==> config.mk <==
export PLATFORM = sky130hd
export DESIGN_NAME = sync_fifo
export DESIGN_NICKNAME = d
export VERILOG_FILES = /design/src/verilog/sync_fifo.sv
export SDC_FILE = /design/constraint.sdc
export NUM_CORES = 1
export LEC_CHECK = 0
export ABC_AREA = 1
export BUFFER_PORTS_ARGS = -buffer_cell sky130_fd_sc_hd__buf_4
export CAP_MARGIN = 20
export CORE_MARGIN = 2
export CORE_UTILIZATION = 58
export CTS_CLUSTER_DIAMETER = 80
export DETAILED_ROUTE_END_ITERATION = 10
export GPL_TIMING_DRIVEN = 0
export PLACE_DENSITY = 0.87
export SLEW_MARGIN = 15
export SYNTH_ARGS = -nofsm -noshare
export SYNTH_HDL_FRONTEND = slang
export SYNTH_SLANG_ARGS = --single-unit
==> constraint.sdc <==
create_clock -name clk -period 5 [get_ports clk]
set_input_delay 0 -clock clk [delete_from_list [all_inputs] [get_ports clk]]
set_output_delay 0 -clock clk [all_outputs]
set_load 0.02 [all_outputs]
==> src/verilog/sync_fifo.sv <==
`timescale 1ns/1ps

module sync_fifo #(
    parameter int  DEPTH     = 4,
    parameter type payload_t = logic [7:0]
) (
    input  logic     clk,
    input  logic     reset,
    input  logic     push,
    input  logic     pop,
    input  payload_t din,
    output payload_t dout,
    output logic     full,
    output logic     empty
);

    localparam int PTR_W = $clog2(DEPTH);

    payload_t         mem [DEPTH];
    logic [PTR_W-1:0] wr_ptr;
    logic [PTR_W-1:0] rd_ptr;
    logic [PTR_W:0]   count;
    logic             do_push;
    logic             do_pop;

    assign full    = (count == (PTR_W + 1)'(DEPTH));
    assign empty   = (count == '0);
    assign do_push = push && !full;
    assign do_pop  = pop && !empty;

    // Show-ahead head
    assign dout = mem[rd_ptr];

    always_ff @(posedge clk) begin
        if (do_push) begin
            mem[wr_ptr] <= din;
        end
    end

    always_ff @(posedge clk) begin
        if (reset) begin
            wr_ptr <= '0;
            rd_ptr <= '0;
            count  <= '0;
        end else begin
            if (do_push) begin
                wr_ptr <= (wr_ptr == PTR_W'(DEPTH - 1)) ? '0 : wr_ptr + 1'b1;
            end
            if (do_pop) begin
                rd_ptr <= (rd_ptr == PTR_W'(DEPTH - 1)) ? '0 : rd_ptr + 1'b1;
            end
            if (do_push && !do_pop) begin
                count <= count + 1'b1;
            end else if (do_pop && !do_push) begin
                count <= count - 1'b1;
            end
        end
    end

endmodule

After elaboration in Yosys (flattened, before gate mapping)
Memory sizes are Yosys's and may differ from the RTL's. A register that Yosys moved wholly into a read port is not among the register bits.
Index checks and enable logic that the tools add are counted.
{ "totals": {"reg_bits": 7, "mem_bits_rw": 32, "in_bits": 12, "output_inout_bits": 10, "n_memories": 1} }
{ "op_classes": {"addsub": 4, "n_eq_ne": 3, "muxes": 8, "n_reduce_logical": 10} }
{ "mem_list": {"columns": ["name", "words", "word_bits", "rd", "rd_ports_with_merged_regs", "wr", "line_no", "rtl"], "rows": [
  ["mem", 4, 8, 1, 1, 1, "19", "payload_t mem [DEPTH];"]
]} }
{ "op_table": {"columns": ["cell", "n"], "rows": [
  ["$mux W2", 4],
  ["$mux W3", 2],
  ["$add A2 B1 Y2 const B", 2],
  ["$eq A2 B2 Y1 const B", 2],
  ["$logic_and A1 B1 Y1", 4],
  ["$logic_not A1 Y1", 4],
  ["$add A3 B1 Y3 const B", 1],
  ["$eq A3 B3 Y1 const B", 1],
  ["$logic_not A3 Y1", 1],
  ["$sub A3 B1 Y3 const B", 1],
  ["$mux W1", 2],
  ["$reduce_bool A2 Y1", 1]
]} }

Longest topological paths before layout
Gate-level depths: netlist of the first run.
{ "depth": {"ltp_word": 7, "ltp_mapped": 13, "mapped_depth_nobuf": 13} }

Worst setup path before layout of the first run
No wires, ideal clock.
{ "synth_path": {"kind": "reg2reg", "startpoint": "reg count[1]", "endpoint": "reg count[1]", "arrival_time_ps": 1574, "required_ps": 4884, "path_slack_ps": 3310, "stages_incl_launch_ff": 10, "n_path_buf": 0, "period_less_slack_ps": 1690, "cell_sequence": "dfxtp_1 > nor2_1 > nand2_1 > nand2_2 > inv_1 > ha_1 > inv_1 > fa_1 > o21ai_0 > nor2_1"} }
{ "synth_between": {"elab_chain_cells": 6} }
{ "synth_rtl": {"columns": ["item", "line_no", "rtl"], "rows": [
  ["start, declared", "22", "logic [PTR_W:0] count;"],
  ["start signal, assigned", "53", "count <= count + 1'b1;"],
  ["start signal, assigned", "55", "count <= count - 1'b1;"],
  ["$eq A3 B3 Y1 *", "26", "assign full = (count == (PTR_W + 1)'(DEPTH));"],
  ["$logic_not A1 Y1 *", "28", "assign do_push = push && !full;"],
  ["$logic_and A1 B1 Y1 *", "28", null],
  ["named net do_push", "23", "logic do_push;"],
  ["$logic_not A1 Y1", "54", "end else if (do_pop && !do_push) begin"],
  ["$logic_and A1 B1 Y1", "54", null],
  ["$reduce_bool A2 Y1 (no source line)", null, null]
]} }
The timed path passes the listed nets; every way through them passes the cells marked *. The select of a mux whose other input is x is not followed.
A chain may end at the register's enable or synchronous reset.

Worst setup path after layout of the first run
{ "layout_path": {"startpoint": "reg count[0]", "endpoint": "reg count[1]"} }
The elaborated chain is that of the path after synthesis.

==> results of run 1 <==
-- synth_stat cells --
library cell | n | share of area
o22ai_1 | 8 | 0.029
nor2_1 | 33 | 0.073
a21oi_1 | 2 | 0.0059
xor2_1 | 1 | 0.0052
buf_6 | 2 | 0.013
nand2_2 | 1 | 0.0037
dfxtp_1 | 9 | 0.11
o21ai_2 | 3 | 0.015
edfxtp_1 | 32 | 0.57
o21ai_0 | 13 | 0.038
ha_1 | 6 | 0.044
inv_2 | 1 | 0.0022
nand3b_1 | 2 | 0.0088
o21ai_1 | 1 | 0.0029
nand3_1 | 1 | 0.0029
nand4_1 | 1 | 0.0037
fa_1 | 1 | 0.012
inv_1 | 17 | 0.038
nand2_1 | 13 | 0.029
-- cell families after synthesis --
group                      synth area share
and+or+nand+nor                       0.121
DFF                                   0.673
AOI/OAI and AO/OA                    0.0922
adders and majority gates            0.0560
xor gates and xnor gates            0.00516
buffers and inverters                0.0531
-- stage by stage --
step           setup slack, ns  power (W)  cell area, µm²  cells  utilization
4_1_cts                   3.03    0.00109            2090    218        0.757
2_1_floorplan             3.31   0.000714            1700    147            -
3_5_place_dp              3.09   0.000864            1890    199        0.686
5_1_grt                   2.91    0.00116            2090    218        0.757
3_3_place_gp              3.20   0.000836            1890    199        0.686
6_report                  2.98    0.00110            2090    218        0.757
-- per-layer routing --
metal,track usage,wire length (µm),up-vias
li1,-,-,578
met1,0.300,1380,579
met2,0.427,1980,45
met3,0.0603,201,8
met4,0.0631,43,0
met5,0,0,-
-- repair_timing --
| action | 4_1_cts | 5_1_grt |
|---|---|---|
| hold endpoints to repair | 38 | 0 |
| hold buffers | 11 | 0 |
| buffers inserted | 0 | 0 |
-- worst max-delay path: stages (launching register included) --
cell and delay [ns]:
dfxtp_1 0.37, nor2_1 0.18, nand2_1 0.15, nand2_2 0.15
inv_1 0.07, ha_1 0.21, inv_1 0.10, fa_1 0.42
o21ai_0 0.20, nor2_1 0.06
-- power by group through the flow --
stage / Clock, W / Combinational (W) / Sequential [W]
3_5_place_dp: 0 / 0.000395 / 0.000469
3_3_place_gp: 0 / 0.000371 / 0.000465
4_1_cts: 0.000221 / 0.000406 / 0.000462
2_1_floorplan: 0 / 0.000258 / 0.000456
5_1_grt: 0.000238 / 0.000450 / 0.000467
6_report: 0.000221 / 0.000412 / 0.000462
-- cell type report --
type,count,area [µm²],share of cell area
Buffer,2,22.5,0.0108
Sequential cell,41,1140,0.546
Clock buffer,7,55.1,0.0264
Multi-Input combinational cell,86,465,0.223
Inverter,18,67.6,0.0324
Tap cell,31,38.8,0.0186
Clock inverter,1,30.0,0.0144
Timing Repair Buffer,32,268,0.128
-- flip-flops by register name (all words and copies together) (netlist names), named ones only --
register,cells
rd_ptr,2
wr_ptr,2
count,3
mem,32
-- final timing paths --
check / to / slack (ns) / startpoint
worst min-delay path: mem[0][2] / 0.40 / din[2]
worst max-delay path: count[1] / 2.98 / count[0]
worst max register to register: count[1] / 2.98 / count[0]
worst min register to register: flop / 0.56 / rd_ptr[1]
==> impl_metrics.toml, run 1 <==
[route]
drtIter0Drc = 64
wl_per_cell_um = 16.5
postRouteAntennaNets = 0
routed_wl_um = 3610
vias = 1210
drcViolationCount = 0
drt-pass1-iter-count = 5
via_per_inst = 5.55

[run]
cap_violations = 0

[timing]
fin_crit_ns = 2.02
slew-limit-headroom = 0.443
slew_viol_final = 0
rsz0062_at_grt = "false"
max_freq_mhz = 496
finalSetupViolCount = 0
tns_ns = 0
hold_viol = 0
whs_ns = 0.404
period_share = 0.404
clock_skew_ns = 0.00360
tightest_slew_ns = 0.833

[power_and_ir_drop]
seqPwrFrac = 0.422
pwr-share-comb = 0.376
power_density_mw_per_mm2 = 525
ir_drop_mv = 0.521
p_leak_nw = 0.853
p_int_w = 0.000702
swShare = 0.359
p_sw_w = 0.000393
clkPwrFrac = 0.202

[setup_path]
cp_max_fo = 7
start_kind = "flop"
arrival_ns = 2.26
critPathKind = "flop to flop"
rr_worst_depth = 9
critPathRequiredTime_ns = 5.24
endpoint_kind = "flop"

[finish]
drive_above_1_share = 0.187
finalNetCount = 205
layout_common_cells = "33 x nor2_1, 32 x edfxtp_1, 21 x buf_4"
layout_commonest_cell = "nor2_1"
num-fill-cells = 172
diodes = 0
syn2layout_area_growth_pct = 23.1

[floorplan]
core-area_mm2 = 0.00276
die_area_mm2 = 0.00337
ios = 22
fp-row-count = 19
die-height_um = 58.1
start_util = 0.615
die_x_um = 58.1

[cts]
clk_pin_slew_ns = 0.12
clk_latency_ns = 0.34
cts_resized = 0
cts_tree = "done"
clockBufferDepth = 2
cts.sinks = 41
cts_made_buffers = 5
root_buffer = "clkbuf_4"
htree_levels = 2

[outcome]
status = "finished clean"

[global_routing]
grtUsageTotal = 0.243
grt_pass1_vias = 1239
grt_start_max_net_pins = 13
grt_first_pass_wirelength_um = 5950
antenna_found_initial = 0
grt_overflow_total = 0

[logic_synthesis]
yosysUniqueCellTypes = 19
syn-num-nets = 166
synth_cells = 147
yosysWarnings = 0
synth_area_mm2 = 0.00170
synthesis.area_per_instance_um2 = 11.5
yosysSeqAreaShare = 0.673
ys_ff_latch = 41

[placed_design]
place.gp.congestion = 0.768
portBuffers = 21
hpwl_um = 2240

[min_path]
hold_class = "input port to flop"
hold_depth = 2
Note: power is estimated with default switching activity, not from simulation.
==> run 2: changes to the inputs <==
--- a/config.mk
+++ b/config.mk
@@ -9,11 +9,11 @@
 export BUFFER_PORTS_ARGS = -buffer_cell sky130_fd_sc_hd__buf_4
 export CAP_MARGIN = 20
 export CORE_MARGIN = 2
-export CORE_UTILIZATION = 58
+export CORE_UTILIZATION = 56
 export CTS_CLUSTER_DIAMETER = 80
 export DETAILED_ROUTE_END_ITERATION = 10
 export GPL_TIMING_DRIVEN = 0
-export PLACE_DENSITY = 0.87
+export PLACE_DENSITY = 0.85
 export SLEW_MARGIN = 15
 export SYNTH_ARGS = -nofsm -noshare
 export SYNTH_HDL_FRONTEND = slang
==> constraint.sdc (replaced) <==
create_clock -name clk -period 1.9 [get_ports clk]
set_input_delay 0 -clock clk [delete_from_list [all_inputs] [get_ports clk]]
set_output_delay 0 -clock clk [all_outputs]
set_load 0.02 [all_outputs]
==> run 2 against run 1 <==
Net effect:
- clock power grew 140%
- critical path depth grew 2
- sequential share of layout area shrank 0.46 points
- largest power group unchanged
==> impl_metrics.toml, run 2 (same netlist as run 1, synthesis figures left out) <==
[outcome]
status = "finished clean"

[cts]
clk_pin_slew_ns = 0.12
root_buffer = "clkbuf_4"
cts_tree = "done"
cts.sinks = 41
cts_made_buffers = 5
clockBufferDepth = 2
clk_latency_ns = 0.36
htree_levels = 2

[setup_path]
max_stage_delay_ns = 0.39
path_cells = "nor2_4 > nand2_2 > nand2_2 > ha_1 > inv_1 > fa_1 > nand2_1 > nand3_1 > nand2_1 > inv_1 > nor2_1"
r2r_start = "count[0]"
crit_end = "count[2]"
arrival_ns = 2.07
path_buf_inv = 2
regToRegSetupSlack_ns = 0.13
rr_worst_depth = 11
start_kind = "flop"
cp_slowest_cell = "fa_1"
crit_start = "count[0]"
cp_max_fo = 4
endpoint_kind = "flop"
cp_num_cells = 11
cpLargestDelayFamily = "simple AND/OR/NAND/NOR gates"
critPathKind = "flop to flop"
critPathRequiredTime_ns = 2.21
r2r-end = "count[2]"

[floorplan]
start_util = 0.600
ios = 22
die_area_mm2 = 0.00349
die-height_um = 59.0
die_x_um = 59.0
fp-row-count = 19
core-area_mm2 = 0.00283

[route]
wl_per_cell_um = 15.0
vias = 1149
drcViolationCount = 0
routed_wl_um = 3280
drtIter0Drc = 21
postRouteAntennaNets = 0
drt-pass1-iter-count = 4
via_per_inst = 5.25

[timing]
max_freq_mhz = 566
finalSetupViolCount = 0
period_share = 0.929
fin_crit_ns = 1.77
slew_viol_final = 0
hold_viol = 0
slew-limit-headroom = 0.499
rsz0062_at_grt = "false"
tightest_slew_ns = 0.748
clock_skew_ns = 0.00786

[finish]
drive_above_1_share = 0.234
finish.utilization = 0.746
final_cells = 219
top_register = "mem"
diodes = 0
largest_reg_flops = 32
top_regs = "mem: 32 flops, count: 3 flops"
syn2layout_area_growth_pct = 24.4
finalNetCount = 206
layout_common_cells = "32 x nor2_1, 32 x edfxtp_1, 22 x buf_4"

[global_routing]
grt_overflow_total = 0
antenna_found_initial = 0
grt_start_max_net_pins = 15
grt_pass1_vias = 1172
grtUsageTotal = 0.214
grt_first_pass_wirelength_um = 5210

[run]
cap_violations = 0

[power_and_ir_drop]
p_leak_nw = 0.856
ir_drop_mv = 0.816
power_density_mw_per_mm2 = 1340

[placed_design]
place.gp.congestion = 0.731
dp.cells = 199
hpwl_um = 2170
portBuffers = 21

[min_path]
hold_class = "input port to flop"
-- run 2: cell types whose count changed in the layout (fill, tap and decap cells not counted), moves of 2 or more --
| cell | delta |
|---|---|
| nand2_1 | -3 |
| nand2_2 | +3 |
| dfxtp_1 | -2 |
| dfxtp_2 | +2 |
-- run 2: metal layers --
layer | vias to the layer above | track usage | part of all wire
li1 | 580 | - | -
met5 | - | 0 | 0
met4 | 0 | 0.0779 | 0.016
met2 | 26 | 0.394 | 0.54
met1 | 536 | 0.227 | 0.40
met3 | 7 | 0.0677 | 0.041
-- run 2: how the worst min path moves through the flow --
stage               start  slack, ns        to  depth (start not counted)
floorplan           reset       0.07  count[0]                          1
global placement    reset       0.17  count[0]                          2
detailed placement  reset       0.17  count[0]                          2
CTS                 reset       0.31  count[0]                          3
global route        reset       0.34  count[0]                          3
finish              reset       0.36  count[0]                          3
-- run 2: power by group --
group	switching (W)	internal (W)	total (W)
Sequential	0.000113	0.00112	0.00123
Clock	0.000296	0.000226	0.000522
Combinational	0.000639	0.000445	0.00108
Total	0.00105	0.00179	0.00283
-- run 2: cell type report --
class                   instances  area [µm²]
multi-input cells              86         484
plain buffers                   2        22.5
inverters                      18        67.6
clock inverters                 2        16.3
well taps                      31        38.8
flip-flops and latches         41        1140
clock buffers                   6        62.6
repair buffers                 33         275
fillers                       185         718
-- run 2: through the flow --
stage	TNS, ns	total power (W)	setup WS, ns	hold WS, ns	cell area, µm²
4_1_cts	0	0.00281	0.0569	0.314	2090
6_report	0	0.00283	0.134	0.362	2110
5_1_grt	0	0.00300	0.0245	0.344	2110
3_5_place_dp	-0.0369	0.00226	-0.0369	0.170	1890
3_3_place_gp	0	0.00219	0.123	0.166	1890
2_1_floorplan	0	0.00188	0.210	0.0724	1700
-- run 2: repair_timing --
| item | CTS | global route |
|---|---|---|
| gates resized for setup | 1 | 8 |
| hold buffers | 11 | 0 |
| endpoints found under the setup margin | 1 | 30 |
| pin swaps | 1 | 2 |
| endpoints found under the hold margin | 41 | 0 |
| buffers inserted | 1 | 0 |
-- run 2: tightest hold or removal path: stages --
cell,delay [ns]
dlygate4sd3_1,0.54
buf_4,0.12
nor2_1,0.04
==> run 3: changes to the inputs <==
--- a/config.mk
+++ b/config.mk
@@ -9,11 +9,12 @@
 export BUFFER_PORTS_ARGS = -buffer_cell sky130_fd_sc_hd__buf_4
 export CAP_MARGIN = 20
 export CORE_MARGIN = 2
-export CORE_UTILIZATION = 56
+export CORE_UTILIZATION = 45
 export CTS_CLUSTER_DIAMETER = 80
 export DETAILED_ROUTE_END_ITERATION = 10
 export GPL_TIMING_DRIVEN = 0
-export PLACE_DENSITY = 0.85
+export PLACE_DENSITY = 0.72
+export RECOVER_POWER = 25
 export SLEW_MARGIN = 15
 export SYNTH_ARGS = -nofsm -noshare
 export SYNTH_HDL_FRONTEND = slang
==> run 3 against run 2 <==
Net effect:
- flip-flop and latch count is the same
- core utilization shrank 17 points
- via count is the same
- cell area shrank 0.12%
- non-clock buffer count is the same
- global-route usage shrank 4.7 points
- clock power is essentially flat
- first-iteration DRC count grew 110%
- critical path type unchanged
==> impl_metrics.toml, run 3 (same netlist as run 1, synthesis figures left out) <==
[floorplan]
start_util = 0.467
core-area_mm2 = 0.00363
die_x_um = 65.4
die-height_um = 65.4
fp-row-count = 22
die_area_mm2 = 0.00428
ios = 22

[setup_path]
cp_slowest_cell = "dfxtp_2"
critPathRequiredTime_ns = 2.09
cp_num_cells = 13
path_cells = "nor2_4 > nand2_2 > nand2_2 > inv_1 > ha_2 > inv_1 > fa_1 > inv_1 > nand2_1 > nand3_1 > nand2_1 > inv_1 > nor2_1"
regToRegSetupSlack_ns = 0.18
start_kind = "flop"
cpLargestDelayFamily = "adder cells"
arrival_ns = 1.91
max_stage_delay_ns = 0.39
cpMostUsedCell = "inv_1"
r2r_start = "count[1]"
critPathKind = "flop to flop"
path_buf_inv = 4
r2r-end = "count[2]"
cp_max_fo = 4
crit_start = "count[1]"
crit_end = "count[2]"
endpoint_kind = "flop"
rr_worst_depth = 13

[placed_design]
hpwl_um = 2170
portBuffers = 21
post-place-ws_ns = -0.00209
place.gp.congestion = 0.750

[timing]
rsz0062_at_grt = "false"
hold_viol = 0
finalSetupViolCount = 0
max_freq_mhz = 582
layout_setup_ws_ns = 0.181
whs_ns = 0.0149
clock_skew_ns = 0.00684
tns_ns = 0
period_share = 0.905
tightest_slew_ns = 0.771
slew_viol_final = 0
fin_crit_ns = 1.72
slew-limit-headroom = 0.484

[global_routing]
grt_start_max_net_pins = 12
antenna_found_initial = 0
grt_first_pass_wirelength_um = 5180
grt_overflow_total = 0
grt_pass1_vias = 1168
grtUsageTotal = 0.167

[finish]
top_register = "mem"
syn2layout_area_growth_pct = 24.3
layout_common_cells = "32 x nor2_1, 32 x edfxtp_1, 18 x buf_4"
finish.utilization = 0.580
largest_reg_flops = 32
num-fill-cells = 337
drive_above_1_share = 0.191
top_regs = "mem: 32 flops, count: 3 flops"
finalNetCount = 206
diodes = 0

[route]
postRouteAntennaNets = 0
wl_per_cell_um = 13.5
drt-pass1-iter-count = 4
routed_wl_um = 3180
via_per_inst = 4.87
vias = 1149
drtIter0Drc = 45
drcViolationCount = 0

[min_path]
min_from = "pop"
hold_class = "input port to flop"

[run]
cap_violations = 0

[cts]
cts_tree = "done"
clk_pin_slew_ns = 0.07
clockBufferDepth = 2
clk_latency_ns = 0.29
cts_made_buffers = 5
root_buffer = "clkbuf_8"
htree_levels = 2
cts.sinks = 41

[outcome]
status = "finished clean"

[power_and_ir_drop]
ir_drop_mv = 0.973
p_leak_nw = 0.836
power_density_mw_per_mm2 = 1340
run 3: cell count changes in the layout (fill, tap and decap cells not counted), moves of 4 or more:
cell / delta
clkbuf_8: +5
clkbuf_4: -5
clkbuf_1: +8
buf_4: -4
run 3: cell type report:
type                    instances  area, µm²  area share
plain buffers                   2       22.5      0.0107
clock buffers                   8       80.1      0.0380
inverters                      18       67.6      0.0320
multi-input cells              86        480       0.228
flip-flops and latches         41       1140       0.542
well taps                      48       60.1      0.0285
repair buffers                 33        254       0.120
run 3: worst reg2reg max path, delay by kind of cell, from the launching register on:
| kind | cells | cell delay (ns) |
|---|---|---|
| fa+ha+maj | 2 | 0.55 |
| buf+inv | 4 | 0.25 |
| flops | 1 | 0.39 |
| simple gates | 7 | 0.46 |
run 3: per-stage QoR:
stage / cell area [µm²] / total power [W] / cells
3_5_place_dp: 1910 / 0.00226 / 216
5_1_grt: 2110 / 0.00302 / 236
6_report: 2110 / 0.00282 / 236
2_1_floorplan: 1700 / 0.00188 / 147
4_1_cts: 2110 / 0.00282 / 236
3_3_place_gp: 1910 / 0.00221 / 216
run 3: repair_timing:
action / CTS / global route
setup buffers: 2 / 0
gates cloned: 0 / 0
pin swaps: 1 / 0
resized for setup: 0 / 8
endpoints found under the setup margin: 1 / 18
endpoints found under the hold margin: 34 / 0
hold buffers: 10 / 0
run 3: metal layers:
metal  up-vias  share of wire  GRT usage
met4         0          0.011     0.0469
met3         6          0.057     0.0582
met1       536           0.38      0.176
met5         -              0          0
met2        27           0.56      0.311
li1        580              -          -
run 3: report_power, final:
group          switching, W  internal [W]  leakage, nW  total, W
combinational      0.000631      0.000438        0.428   0.00107
sequential         0.000111       0.00112        0.368   0.00123
clock              0.000264      0.000260       0.0395  0.000525
total               0.00101       0.00182        0.836   0.00282
run 3: worst min path at each step:
stage                      to  slack (ns)  cells after the start
finish              rd_ptr[1]        0.01                      4
global route        rd_ptr[1]        0.03                      4
CTS                 rd_ptr[1]       0.004                      4
detailed placement   count[0]        0.17                      2
global placement     count[0]        0.17                      2
floorplan            count[0]        0.07                      1
