## src/verilog/matmul_pkg.sv

```systemverilog
package matmul_pkg;

    localparam int DIM        = 4;
    localparam int BUF_DEPTH  = 6;
    localparam int TAGQ_DEPTH = 8;
    localparam int CMD_DEPTH  = 4;
    localparam int BEAT_BYTES = 32;

    // Register map, byte offsets
    localparam logic [7:0] OFS_CTRL      = 8'h00;
    localparam logic [7:0] OFS_X_ADDR    = 8'h08;
    localparam logic [7:0] OFS_M_DIM     = 8'h0C;
    localparam logic [7:0] OFS_N_DIM     = 8'h10;
    localparam logic [7:0] OFS_K_DIM     = 8'h14;
    localparam logic [7:0] OFS_RESULT    = 8'h18;
    localparam logic [7:0] OFS_X_STRIDE  = 8'h58;
    localparam logic [7:0] OFS_K_ROW_LEN = 8'h5C;

    localparam int CTRL_START   = 0;
    localparam int CTRL_ERR_CLR = 4;

    typedef logic [2:0] slot_idx_t;

    typedef struct packed {
        logic [31:0] x_addr;
        logic [31:0] x_stride;
        logic [31:0] m_dim;
        logic [31:0] n_dim;
        logic [31:0] k_dim;
        logic [31:0] k_row_len;
    } cmd_t;

    // Byte s*DIM+i is element i of step s
    typedef logic [DIM*DIM*8-1:0] block_t;

    typedef struct packed {
        block_t b;
        block_t a;
    } beat_t;

    typedef logic signed [31:0] word_t;

    // Row-major, word i*DIM+j is c[i][j]
    typedef word_t [DIM*DIM-1:0] result_t;

    // Blocks needed for K steps, ceil(K/4)
    function automatic logic [31:0] blocks_for(logic [31:0] k);
        return 32'(({1'b0, k} + 33'd3) >> 2);
    endfunction

    function automatic slot_idx_t next_slot(slot_idx_t s);
        return (s == slot_idx_t'(BUF_DEPTH - 1)) ? '0 : s + 1'b1;
    endfunction

endpackage
```

## src/verilog/fetch_sched.sv

```systemverilog
`timescale 1ns/1ps

module fetch_sched (
    input  logic                            clk,
    input  logic                            reset,
    input  logic                            start,
    input  matmul_pkg::cmd_t                active_cmd,
    input  logic                            active,
    input  logic                            dma_req_ready,
    input  logic                            tag_full,
    input  logic [matmul_pkg::BUF_DEPTH-1:0] slot_free,
    output logic [31:0]                     dma_addr,
    output logic                            dma_re,
    output logic                            issue_valid,
    output matmul_pkg::slot_idx_t           issue_slot
);

    import matmul_pkg::*;

    logic [31:0] x_addr;
    logic [31:0] row_cnt;
    logic [31:0] issued;
    logic [31:0] limit;
    slot_idx_t   fill_slot;
    logic        row_end;

    // Any back-pressure simply holds the request
    assign dma_re = active && !start && (issued != limit) && dma_req_ready
                    && !tag_full && slot_free[fill_slot];

    assign dma_addr    = x_addr;
    assign issue_valid = dma_re;
    assign issue_slot  = fill_slot;

    assign row_end = (active_cmd.k_row_len != '0)
                     && (row_cnt + 32'd1 >= active_cmd.k_row_len);

    always_ff @(posedge clk) begin
        if (reset) begin
            x_addr    <= '0;
            row_cnt   <= '0;
            issued    <= '0;
            limit     <= '0;
            fill_slot <= '0;
        end else if (start) begin
            x_addr    <= active_cmd.x_addr;
            row_cnt   <= '0;
            issued    <= '0;
            limit     <= blocks_for(active_cmd.k_dim);
            fill_slot <= '0;
        end else if (dma_re) begin
            issued    <= issued + 32'd1;
            fill_slot <= next_slot(fill_slot);
            if (row_end) begin
                // Jump to the next row of X
                row_cnt <= '0;
                x_addr  <= x_addr + active_cmd.x_stride;
            end else begin
                row_cnt <= row_cnt + 32'd1;
                x_addr  <= x_addr + 32'(BEAT_BYTES);
            end
        end
    end

endmodule

```

## config.mk

```make
export PLATFORM = sky130hd
export DESIGN_NAME = fetch_sched
export DESIGN_NICKNAME = d
export VERILOG_FILES = /design/src/verilog/matmul_pkg.sv /design/src/verilog/fetch_sched.sv
export SDC_FILE = /design/constraint.sdc
export NUM_CORES = 1
export LEC_CHECK = 0
export BUFFER_PORTS_ARGS = -buffer_cell sky130_fd_sc_hd__buf_2
export CORE_MARGIN = 3
export CORE_UTILIZATION = 55
export DETAILED_ROUTE_END_ITERATION = 16
export GPL_TIMING_DRIVEN = 0
export PLACE_DENSITY = 0.82
export SLEW_MARGIN = 10
export SYNTH_ARGS = -nofsm -noshare
export SYNTH_HDL_FRONTEND = slang
export SYNTH_SLANG_ARGS = --single-unit
```

## constraint.sdc

```tcl
create_clock -name clk -period 6 [get_ports clk]
set_clock_uncertainty 0.15 [all_clocks]
set_input_delay 1.2 -clock clk [delete_from_list [all_inputs] [get_ports clk]]
set_output_delay 1.2 -clock clk [all_outputs]
set_load 0.01 [all_outputs]
```

Yosys cells after proc, flatten, opt, wreduce, memory -nomap -nowiden
Index checks and enable logic that the tools add are counted.
Widths: inputs -> output; s select.

storage, ports and cells
  flip-flop bits (word level) = 130
  latch bits = 0
  bits in writable memories = 0
  ROM bits = 0
  bits of input ports = 204
  output and inout port bits = 37
  logic and storage cells = 33
  memories kept = 0

cells by class
  add/subtract/negate cells = 6
  $mul = 0
  div/mod/pow operators = 0
  order comparisons = 2
  eq/ne operators = 2
  shift-type cells = 0
  mux-type cells = 7
  bitwise logic cells = 0
  reductions and logical operators = 11

operators with widths
  operator               count
  $mux 32                4
  $add 32x1->32 const B  2
  $add 32x2->33 const B  1
  $add 32x32->32         1
  $add 32x6->32 const B  1
  $ge 32x32->1           1
  $ne 32x31->1           1
  $reduce_bool 32->1     1
  $logic_and 1x1->1      6
  $lt 3x4->1 const B     1
  $add 3x1->3 const B    1
  $bmux 1 s3             1
  $eq 3x3->1 const B     1
  $mux 3                 1
  $logic_not 1->1        2
  $reduce_bool 2->1      1
  $reduce_or 2->1        1
  $mux 1                 1

Longest topological paths before layout
Gate-level depths: netlist of the first run.

  depth after elaboration = 8
  gate-level depth with buffers = 19
  depth with buffers taken out = 18

Worst setup path before layout of the first run
Ideal clock, no wire load.

  path type = reg2reg
  start = register row_cnt[4]
  end = register x_addr[22] (netlist: dma_addr[22])
  setup time = 75 ps
  arrival = 4019 ps
  required time = 5775 ps
  path slack = 1756 ps
  stages on the path, launching flop included = 19
  buffers on the path = 2
  clock period less this slack = 4244 ps
  cells stage by stage = dfxtp_1 > nand2_1 > or4_1 > buf_6 > nor4_2 > and3_2 > nand3_2 > xnor2_1 > ha_1 > a21o_1 > a21o_1 > a221oi_1 > o22ai_1 > a41oi_2 > nand2_1 > clkbuf_1 > nor2_1 > o21ai_1 > a31oi_1

on the way
  cells in the longest elaborated chain, start to end = 6

RTL lines
  element                 line               text
  from (decl)             fetch_sched.sv:21  logic [31:0] row_cnt;
  from (signal assigned)  fetch_sched.sv:59  row_cnt <= row_cnt + 32'd1;
  $add 32x1->32           fetch_sched.sv:36  && (row_cnt + 32'd1 >= active_cmd.k_row_len);
  $ge 32x32->1            fetch_sched.sv:36
  $logic_and 1x1->1       fetch_sched.sv:36
  $mux 32                 fetch_sched.sv:54  if (row_end) begin
  $mux 32                 fetch_sched.sv:51  end else if (dma_re) begin
  $mux 32                 fetch_sched.sv:45  end else if (start) begin
  to (signal assigned)    fetch_sched.sv:46  x_addr <= active_cmd.x_addr;
  to (signal assigned)    fetch_sched.sv:57  x_addr <= x_addr + active_cmd.x_stride;
  to (signal assigned)    fetch_sched.sv:60  x_addr <= x_addr + 32'(BEAT_BYTES);
  to (decl)               fetch_sched.sv:20  logic [31:0] x_addr;

Every way passes these cells. The select of a mux whose other input is x is not followed.
A chain may end at the register's enable or synchronous reset.

Worst setup path in the final report of the first run
  start = register row_cnt[0]
  end = register x_addr[22] (netlist: dma_addr[22])

Same word-level chain as after synthesis.

==> impl_table.tex, run 1 <==
\begin{tabular}{lr}
\hline
Metric & Value \\
\hline
\multicolumn{2}{l}{\textbf{Clocking}} \\
\quad Clock edge transition at the registers on the reported setup and hold paths & 0.06 ns \\
\quad Number of clock sinks seen by CTS & 130 \\
\quad Clock buffers created by TritonCTS & 17 \\
\quad Clock tree buffer depth & 2 \\
\quad Insertion delay to the later sink of the worst-skew pair & 0.43 ns \\
\quad Number of instances resized during post-cts repair & 0 \\
\quad Root Buffer & sky130\_fd\_sc\_hd\_\_clkbuf\_16 \\
\quad CTS tree & built \\
\quad Buffer count from post-CTS setup fixing & 0 \\
\quad Post-CTS Hold Buffers & 0 \\
\quad Level count of the clock H-tree & 4 \\
\multicolumn{2}{l}{\textbf{Worst setup path}} \\
\quad Worst path cell trace & nand3\_1 > or4\_1 > buf\_6 > nor4\_2 > and3\_2 > nand3\_2 > xnor2\_1 > ha\_1 > a21o\_1 > a21o\_1 > a221oi\_1 > o22ai\_1 > a41oi\_2 > nand2\_1 > clkbuf\_1 > nor2\_1 > o21ai\_1 > a31oi\_1 \\
\quad Critical R2R Launch & row\_cnt[0] \\
\quad Crit path DAT & 5.70 ns \\
\quad Slowest cell on crit path & sky130\_fd\_sc\_hd\_\_a41oi\_2 \\
\quad End of the worst register-to-register path & dma\_addr[22] \\
\quad Launching element type of the critical path & register \\
\quad Register-to-Register Path Depth & 18 \\
\quad Peak fanout along the critical path & 10 \\
\quad CP max stage delay & 0.65 ns \\
\quad Cell family with most CP delay & simple AND/OR/NAND/NOR gates \\
\quad Flop-to-flop setup slack & 0.50 ns \\
\quad Type of destination of the critical path & register \\
\quad Critical path's most frequent cell & sky130\_fd\_sc\_hd\_\_a21o\_1 \\
\quad Critical Setup Path Class & register to register \\
\quad Critical path required time & 6.20 ns \\
\quad Buffers \& Inverters on Critical Path & 2 \\
\multicolumn{2}{l}{\textbf{Route}} \\
\quad Routed length per instance & 17.2 microns \\
\quad DRC violation total after the first TritonRoute iteration & 752 \\
\quad Post-route DRC violation count & 0 \\
\quad Number of vias after detailed routing & 10,100 \\
\quad DR pass1 iterations & 6 \\
\quad DRT Wirelength & 28,800 microns \\
\quad Antenna-violating nets left & 0 \\
\quad DR vias/cell & 6.05 \\
\multicolumn{2}{l}{\textbf{Power}} \\
\quad Maximum ir drop on the vdd rail & 225 uV \\
\quad Power density of the placed cells & 204 nW/um\^{}2 \\
\quad Static Leak & 5.00 nW \\
\multicolumn{2}{l}{\textbf{GRT}} \\
\quad Grt peak-use layer & met2 \\
\quad Met1 Use GR & 39.3\% \\
\quad Remaining global-route overflow & 0 \\
\quad Met2 track demand over resource & 46.4\% \\
\quad Antenna violations before repair & 0 \\
\quad Met3 Usage GRT & 5.34\% \\
\quad Pin count of the biggest net entering global routing & 17 \\
\quad Via count of the first global-routing pass & 9,427 \\
\quad Overall fraction of global-route tracks in use & 29.0\% \\
\quad First-pass GRT wire length & 46,600 microns \\
\multicolumn{2}{l}{\textbf{Run}} \\
\quad MaxCap Viol Count & 0 \\
\multicolumn{2}{l}{\textbf{Yosys}} \\
\quad Fraction of registers with async set/reset & 0\% \\
\quad Primary flip-flop cell chosen by synthesis mapping & sky130\_fd\_sc\_hd\_\_dfxtp\_1 \\
\quad Post-Syn Instances & 1,250 \\
\quad Number of synthesized register bits & 130 \\
\quad Portion of the post-synthesis area used by sequential elements & 26.8\% \\
\quad EDFF count, synth & 0 \\
\quad Post-synthesis cell type with the largest combined area & sky130\_fd\_sc\_hd\_\_dfxtp\_1 \\
\quad Syn\_area\_per\_cell & 7.77 sq um \\
\quad Post-synth design cell area & 9710 sq um \\
\quad Warning count from the yosys run & 0 \\
\quad Cell types occupying the most area after synthesis & sky130\_fd\_sc\_hd\_\_dfxtp\_1 (27\%), sky130\_fd\_sc\_hd\_\_ha\_1 (8.5\%), sky130\_fd\_sc\_hd\_\_xor2\_1 (7.8\%), sky130\_fd\_sc\_hd\_\_xnor2\_1 (6.0\%), sky130\_fd\_sc\_hd\_\_nor2\_1 (5.4\%) \\
\quad Synthesized netlist net count & 1,521 \\
\quad Distinct cell type count after synthesis & 76 \\
\quad Area fraction of the dominant cell type after synthesis & 26.8\% \\
\multicolumn{2}{l}{\textbf{STA}} \\
\quad Setup violation total in the final timing report & 0 \\
\quad RSZ-0062 raised after global routing & no \\
\quad Final-report hold violation count & 0 \\
\quad Pins over their slew limit & 0 \\
\quad Max Clk Rate & 0.182 GHz \\
\quad Sum Neg Setup Slack & 0 ns \\
\quad Final Cycle Share & 91.7\% \\
\quad Relative slew slack & 45.0\% \\
\quad Actual transition at the worst max-transition pin & 0.822 ns \\
\quad Fin Hold WS & 0.318 ns \\
\quad Post-layout minimum cycle time & 5.50 ns \\
\multicolumn{2}{l}{\textbf{Die}} \\
\quad Floorplan Core Area & 16,900 sq um \\
\quad Top-level port count & 241 \\
\quad Effective utilization at floorplan & 57.3\% \\
\quad Die height & 139 microns \\
\quad DIE WIDTH & 139 microns \\
\quad Die Area & 19,300 sq um \\
\quad Row count & 47 \\
\multicolumn{2}{l}{\textbf{Cells and area}} \\
\quad Layout cells sized above 1 & 17.0\% \\
\quad Final Net Count & 1,716 \\
\quad Layout overhead on the synthesized area & 17.9\% \\
\quad Final cell count without fillers & 1,678 \\
\quad Final instance area & 11,400 sq um \\
\quad Number of antenna cells inserted & 0 \\
\multicolumn{2}{l}{\textbf{Worst hold path}} \\
\quad Class of the worst hold path & register to register \\
\quad Hold Crit Start & limit[30] \\
\quad Terminating pin of the worst hold path & limit[30] \\
\quad Number of stages on the worst hold path & 2 \\
\multicolumn{2}{l}{\textbf{Placed design}} \\
\quad Estimated wirelength of the detail-placed design & 22,400 microns \\
\quad Number of port buffers & 176 \\
\quad Final weighted congestion of routability-driven global placement & 1.02 \\
\quad DP Cell Count & 1,646 \\
\quad Placed cell areas & 10,900 sq um \\
\multicolumn{2}{l}{\textbf{Status}} \\
\quad Run status & completed \\
\hline
\end{tabular}
## layout by cell type, fill, tap and decap left out, types with 5 or more instances in the layout
| master | instances |
|---|---|
| sky130_fd_sc_hd__nor2_1 | 140 |
| sky130_fd_sc_hd__a211o_1 | 6 |
| sky130_fd_sc_hd__o21ai_1 | 6 |
| sky130_fd_sc_hd__and4_1 | 10 |
| sky130_fd_sc_hd__clkbuf_1 | 51 |
| sky130_fd_sc_hd__o32ai_1 | 6 |
| sky130_fd_sc_hd__nor4_1 | 20 |
| sky130_fd_sc_hd__a211oi_1 | 28 |
| sky130_fd_sc_hd__and3_1 | 29 |
| sky130_fd_sc_hd__o211ai_1 | 10 |
| sky130_fd_sc_hd__o22ai_1 | 6 |
| sky130_fd_sc_hd__o21a_1 | 7 |
| sky130_fd_sc_hd__nand3_1 | 55 |
| sky130_fd_sc_hd__ha_1 | 66 |
| sky130_fd_sc_hd__nor3_1 | 21 |
| sky130_fd_sc_hd__a31oi_1 | 11 |
| sky130_fd_sc_hd__mux2i_1 | 5 |
| sky130_fd_sc_hd__xnor2_1 | 67 |
| sky130_fd_sc_hd__nand3b_1 | 7 |
| sky130_fd_sc_hd__or2_2 | 5 |
| sky130_fd_sc_hd__clkbuf_16 | 17 |
| sky130_fd_sc_hd__o21bai_1 | 5 |
| sky130_fd_sc_hd__nand2_1 | 113 |
| sky130_fd_sc_hd__xor2_1 | 87 |
| sky130_fd_sc_hd__buf_2 | 181 |
| sky130_fd_sc_hd__inv_1 | 54 |
| sky130_fd_sc_hd__dfxtp_1 | 130 |
| sky130_fd_sc_hd__a221oi_1 | 13 |
| sky130_fd_sc_hd__and2_1 | 5 |
| sky130_fd_sc_hd__a21o_1 | 21 |
| sky130_fd_sc_hd__o21ai_0 | 45 |
| sky130_fd_sc_hd__or3_1 | 12 |
| sky130_fd_sc_hd__a22oi_1 | 15 |
| sky130_fd_sc_hd__a21oi_1 | 96 |
| sky130_fd_sc_hd__nand4_1 | 27 |
## area by class of cell
type	count	area [sq um]
Multi-Input combinational cell	1005	6640
Fill cell	1457	5490
Sequential cell	130	2600
Timing Repair Buffer	176	881
Clock buffer	21	480
Tap cell	220	275
Buffer	60	254
Inverter	55	206
Clock inverter	11	103
## cell usage after synthesis (5+ instances only)
library cell and n:
sky130_fd_sc_hd__or2_2 5, sky130_fd_sc_hd__ha_1 66, sky130_fd_sc_hd__xnor2_1 67, sky130_fd_sc_hd__and3_1 29, sky130_fd_sc_hd__and2_1 5, sky130_fd_sc_hd__nor4_1 20
sky130_fd_sc_hd__inv_1 54, sky130_fd_sc_hd__nand4_1 27, sky130_fd_sc_hd__a211oi_1 28, sky130_fd_sc_hd__mux2i_1 5, sky130_fd_sc_hd__xor2_1 87, sky130_fd_sc_hd__a221oi_1 13
sky130_fd_sc_hd__buf_2 5, sky130_fd_sc_hd__o211ai_1 10, sky130_fd_sc_hd__nor3_1 21, sky130_fd_sc_hd__a31oi_1 11, sky130_fd_sc_hd__nand2_1 113, sky130_fd_sc_hd__or3_1 12
sky130_fd_sc_hd__o21ai_1 6, sky130_fd_sc_hd__a211o_1 6, sky130_fd_sc_hd__o21bai_1 5, sky130_fd_sc_hd__o22ai_1 6, sky130_fd_sc_hd__and4_1 10, sky130_fd_sc_hd__nor2_1 140
sky130_fd_sc_hd__o32ai_1 6, sky130_fd_sc_hd__o21ai_0 45, sky130_fd_sc_hd__a22oi_1 15, sky130_fd_sc_hd__nand3b_1 7, sky130_fd_sc_hd__a21o_1 21, sky130_fd_sc_hd__clkbuf_1 51
sky130_fd_sc_hd__a21oi_1 96, sky130_fd_sc_hd__nand3_1 55, sky130_fd_sc_hd__dfxtp_1 130, sky130_fd_sc_hd__o21a_1 7
## flip-flops by register name, summed over array words and instances, names as in the netlist
signal	flops
limit	31
dma_addr	32
issued	32
issue_slot	3
row_cnt	32
## worst register-to-register path, delay by kind of cell, from the launching register on
family / cells / cell delay, ns
compound gates: 7 / 1.72
fa+ha+maj: 1 / 0.27
xor+xnor: 1 / 0.21
flops: 1 / 0.43
simple gates: 7 / 2.12
buf+inv: 2 / 0.53
## how the worst max path moves through the flow
stage	start	endpoint	cells after the start
floorplan	row_cnt[4]	dma_addr[22]	18
global placement	row_cnt[0]	dma_addr[22]	18
detailed placement	row_cnt[0]	dma_addr[22]	18
CTS	row_cnt[0]	dma_addr[22]	18
global route	row_cnt[0]	dma_addr[22]	18
finish	row_cnt[0]	dma_addr[22]	18
## cells by family (layout without fill, tap and decap cells)
family          count (synthesis)  after routing  share of synthesized area [%]
xor+xnor                      154            154                           13.9
buf+inv                       115            323                           4.74
fa+ha+maj                      67             67                           8.71
simple gates                  475            475                           24.9
flops                         130            130                           26.8
compound gates                302            302                           20.2
mux                             7              7                          0.748
## report_power, final
part / switching [mW] / total [mW] / internal [mW] / leakage [nW]
logic: 0.224 / 0.388 / 0.164 / 3.66
clock network: 0.403 / 1.02 / 0.615 / 0.282
registers: 0.0349 / 0.925 / 0.890 / 1.06
total: 0.661 / 2.33 / 1.67 / 5.00
## metrics by stage
step / util (%) / setup WS (ns) / total power [mW]
6_report: 67.6 / 0.497 / 2.33
5_1_grt: 67.6 / 0.161 / 2.41
4_1_cts: 67.6 / 0.547 / 2.33
3_5_place_dp: 64.1 / 0.602 / 1.32
3_3_place_gp: 64.1 / 0.675 / 1.31
2_1_floorplan: - / 1.76 / 1.18
## per-layer routing
metal	up-vias	routed length, microns
li1	4900	-
met1	4717	12500
met2	466	12900
met3	62	2650
met4	0	797
met5	-	0
Note: power is estimated with default switching activity, not from simulation.
==> inputs of run 2 (changes only) <==
CORE_UTILIZATION = 25   (was 55)
PLACE_DENSITY = not set   (was 0.82)
==> run 2 against run 1 <==
  * Final cell count up 17%
  * Worst hold slack better by 0.0030 ns
  * Clock power about the same
  * Global-route usage down 13 points
  * Non-clock buffer count unchanged
  * Register-to-register slack worse by 0.03 ns
  * First-iteration DRC count down 11%
  * Sequential share of layout area down 0.72 points
  * Flip-flop and latch count unchanged
  * Critical path type unchanged
  * Total power up 1.4%
  * Highest routed layer is now met5
  * Combinational power up 2%
==> impl_table.tex, run 2 (synthesis results as in run 1) <==
\begin{tabular}{lr}
\hline
Metric & Value \\
\hline
\multicolumn{2}{l}{\textbf{Status}} \\
\quad Run status & completed \\
\multicolumn{2}{l}{\textbf{Die}} \\
\quad Top-level port count & 241 (unchanged) \\
\quad Die height & 203 microns (+46\%) \\
\quad DIE WIDTH & 203 microns (+46\%) \\
\quad Row count & 71 (+51\%) \\
\quad Effective utilization at floorplan & 25.6\% (-32 points) \\
\quad Floorplan Core Area & 37,900 sq um (+120\%) \\
\quad Die Area & 41,200 sq um (+110\%) \\
\multicolumn{2}{l}{\textbf{Clocking}} \\
\quad Post-CTS Hold Buffers & 0 (unchanged) \\
\quad Number of clock sinks seen by CTS & 130 (unchanged) \\
\quad Number of instances resized during post-cts repair & 0 (unchanged) \\
\quad CTS tree & built \\
\quad Clock edge transition at the registers on the reported setup and hold paths & 0.07 ns (about the same) \\
\quad Insertion delay to the later sink of the worst-skew pair & 0.43 ns (about the same) \\
\quad Buffer count from post-CTS setup fixing & 0 (unchanged) \\
\quad Root Buffer & sky130\_fd\_sc\_hd\_\_clkbuf\_16 \\
\quad Clock buffers created by TritonCTS & 17 (unchanged) \\
\quad Clock tree buffer depth & 2 (unchanged) \\
\quad Level count of the clock H-tree & 4 (unchanged) \\
\multicolumn{2}{l}{\textbf{GRT}} \\
\quad Overall fraction of global-route tracks in use & 15.6\% (-13 points) \\
\quad Antenna violations before repair & 2 (+2) \\
\quad First-pass GRT wire length & 50,800 microns (+9.1\%) \\
\quad Via count of the first global-routing pass & 9,387 (-0.42\%) \\
\quad Remaining global-route overflow & 0 (unchanged) \\
\quad Pin count of the biggest net entering global routing & 17 (unchanged) \\
\multicolumn{2}{l}{\textbf{Cells and area}} \\
\quad Combined flip-flop and latch cell area & 2600 sq um (unchanged) \\
\quad Number of antenna cells inserted & 0 (unchanged) \\
\quad Top library cells by usage in the layout, fill and taps aside & sky130\_fd\_sc\_hd\_\_buf\_2 (181), sky130\_fd\_sc\_hd\_\_nor2\_1 (140), sky130\_fd\_sc\_hd\_\_dfxtp\_1 (130) \\
\quad Layout overhead on the synthesized area & 21.8\% \\
\quad Layout cells sized above 1 & 17.0\% (unchanged) \\
\quad Final Net Count & 1,716 (unchanged) \\
\quad Most common cell after layout, fill and taps aside & sky130\_fd\_sc\_hd\_\_buf\_2 \\
\quad Multi-input gate area & 6640 sq um (unchanged) \\
\quad Fill cell instance count of the final layout & 4,144 (+180\%) \\
\quad Final core utilization & 31.2\% (-36 points) \\
\multicolumn{2}{l}{\textbf{Route}} \\
\quad Number of vias after detailed routing & 9,865 (-2.8\%) \\
\quad DR pass1 iterations & 5 (-1) \\
\quad DR vias/cell & 5.01 (-17\%) \\
\quad Routed length per instance & 16.8 microns (-2.0\%) \\
\quad Antenna-violating nets left & 0 (unchanged) \\
\quad DRT Wirelength & 33,100 microns (+15\%) \\
\quad Post-route DRC violation count & 0 (unchanged) \\
\quad DRC violation total after the first TritonRoute iteration & 669 (-11\%) \\
\multicolumn{2}{l}{\textbf{Worst setup path}} \\
\quad Crit path DAT & 5.73 ns (+0.03 ns) \\
\quad Peak fanout along the critical path & 10 (unchanged) \\
\quad Critical Setup Path Class & register to register \\
\quad Launching element type of the critical path & register \\
\quad Critical path required time & 6.20 ns (about the same) \\
\quad Type of destination of the critical path & register \\
\multicolumn{2}{l}{\textbf{STA}} \\
\quad Relative slew slack & 45.7\% (+0.67 points) \\
\quad Final-report hold violation count & 0 (unchanged) \\
\quad Setup violation total in the final timing report & 0 (unchanged) \\
\quad Final Cycle Share & 92.2\% (+0.53 points) \\
\quad Pins over their slew limit & 0 (unchanged) \\
\quad Actual transition at the worst max-transition pin & 0.814 ns (-0.00804 ns) \\
\quad Sum Neg Setup Slack & 0 ns (unchanged) \\
\quad RSZ-0062 raised after global routing & no \\
\quad Max Clk Rate & 0.181 GHz (-0.57\%) \\
\quad Post-layout minimum cycle time & 5.53 ns (+0.0317 ns) \\
\multicolumn{2}{l}{\textbf{Worst hold path}} \\
\quad Class of the worst hold path & register to register \\
\multicolumn{2}{l}{\textbf{Placed design}} \\
\quad Estimated wirelength of the detail-placed design & 26,500 microns (+18\%) \\
\quad Number of port buffers & 176 (unchanged) \\
\quad Final weighted congestion of routability-driven global placement & 0.907 (-11\%) \\
\multicolumn{2}{l}{\textbf{Run}} \\
\quad MaxCap Viol Count & 0 (unchanged) \\
\multicolumn{2}{l}{\textbf{Power}} \\
\quad Static Leak & 5.00 nW (about the same) \\
\quad Power density of the placed cells & 200 nW/um\^{}2 (-1.8\%) \\
\quad Maximum ir drop on the vdd rail & 167 uV (-26\%) \\
\hline
\end{tabular}
==> run 2: path summary, 6_finish.rpt <==
check	start	endpoint	slack [ns]	cells past startpoint
worst max-delay path	row_cnt[0]	dma_addr[22]	0.47	18
worst min-delay path	row_cnt[12]	row_cnt[12]	0.32	2
worst max register to register	row_cnt[0]	dma_addr[22]	0.47	18
worst min register to register	row_cnt[12]	row_cnt[12]	0.32	2
==> run 2: critical path, cell delays in order (launching register included) <==
cell                       delay [ns]
sky130_fd_sc_hd__dfxtp_1         0.47
sky130_fd_sc_hd__nand3_1         0.25
sky130_fd_sc_hd__or4_1           0.47
sky130_fd_sc_hd__buf_6           0.16
sky130_fd_sc_hd__nor4_2          0.38
sky130_fd_sc_hd__and3_2          0.32
sky130_fd_sc_hd__nand3_2         0.11
sky130_fd_sc_hd__xnor2_1         0.24
sky130_fd_sc_hd__ha_1            0.29
sky130_fd_sc_hd__a21o_1          0.18
sky130_fd_sc_hd__a21o_1          0.17
sky130_fd_sc_hd__a221oi_1        0.27
sky130_fd_sc_hd__o22ai_1         0.15
sky130_fd_sc_hd__a41oi_2         0.65
sky130_fd_sc_hd__nand2_1         0.42
sky130_fd_sc_hd__clkbuf_1        0.36
sky130_fd_sc_hd__nor2_1          0.17
sky130_fd_sc_hd__o21ai_1         0.08
sky130_fd_sc_hd__a31oi_1         0.16
==> run 2: cell type report <==
class                      instances  area share (%)
sequential                       130            22.0
multi-input combinational       1005            56.2
inverter                          55            1.75
clock buffer                      17            3.60
timing repair buffer             176            7.45
buffer                            60            2.15
clock inverter                    15            1.42
tap                              511            5.41
==> run 2: power by group <==
group          switching [mW]  leakage [nW]  internal [mW]  total (mW)
logic                   0.230          3.66          0.164       0.394
clock network           0.490         0.277          0.556        1.05
registers              0.0346          1.06          0.889       0.924
total                   0.754          5.00           1.61        2.36
==> run 2: per-layer routing <==
metal | GRT usage, % | up-vias | wire (microns) | part of all wire, %
met5 | 0 | - | 37 | 0.11
met4 | 4.35 | 4 | 677 | 2.0
met3 | 3.50 | 42 | 2290 | 6.9
met2 | 25.4 | 327 | 15000 | 45
met1 | 20.7 | 4602 | 15100 | 46
li1 | - | 4890 | - | -
==> run 2: per-stage QoR <==
step | hold WS, ns | instances | worst slack [ns] | power, mW | instance area [sq um]
after floorplan | 0.282 | 1250 | 1.76 | 1.18 | 9710
after global placement | 0.291 | 1937 | 0.502 | 1.33 | 11200
after detailed placement | 0.307 | 1937 | 0.454 | 1.34 | 11200
after CTS | 0.317 | 1969 | 0.453 | 2.38 | 11800
after global routing | 0.354 | 1969 | 0.0584 | 2.47 | 11800
final | 0.320 | 1969 | 0.465 | 2.36 | 11800
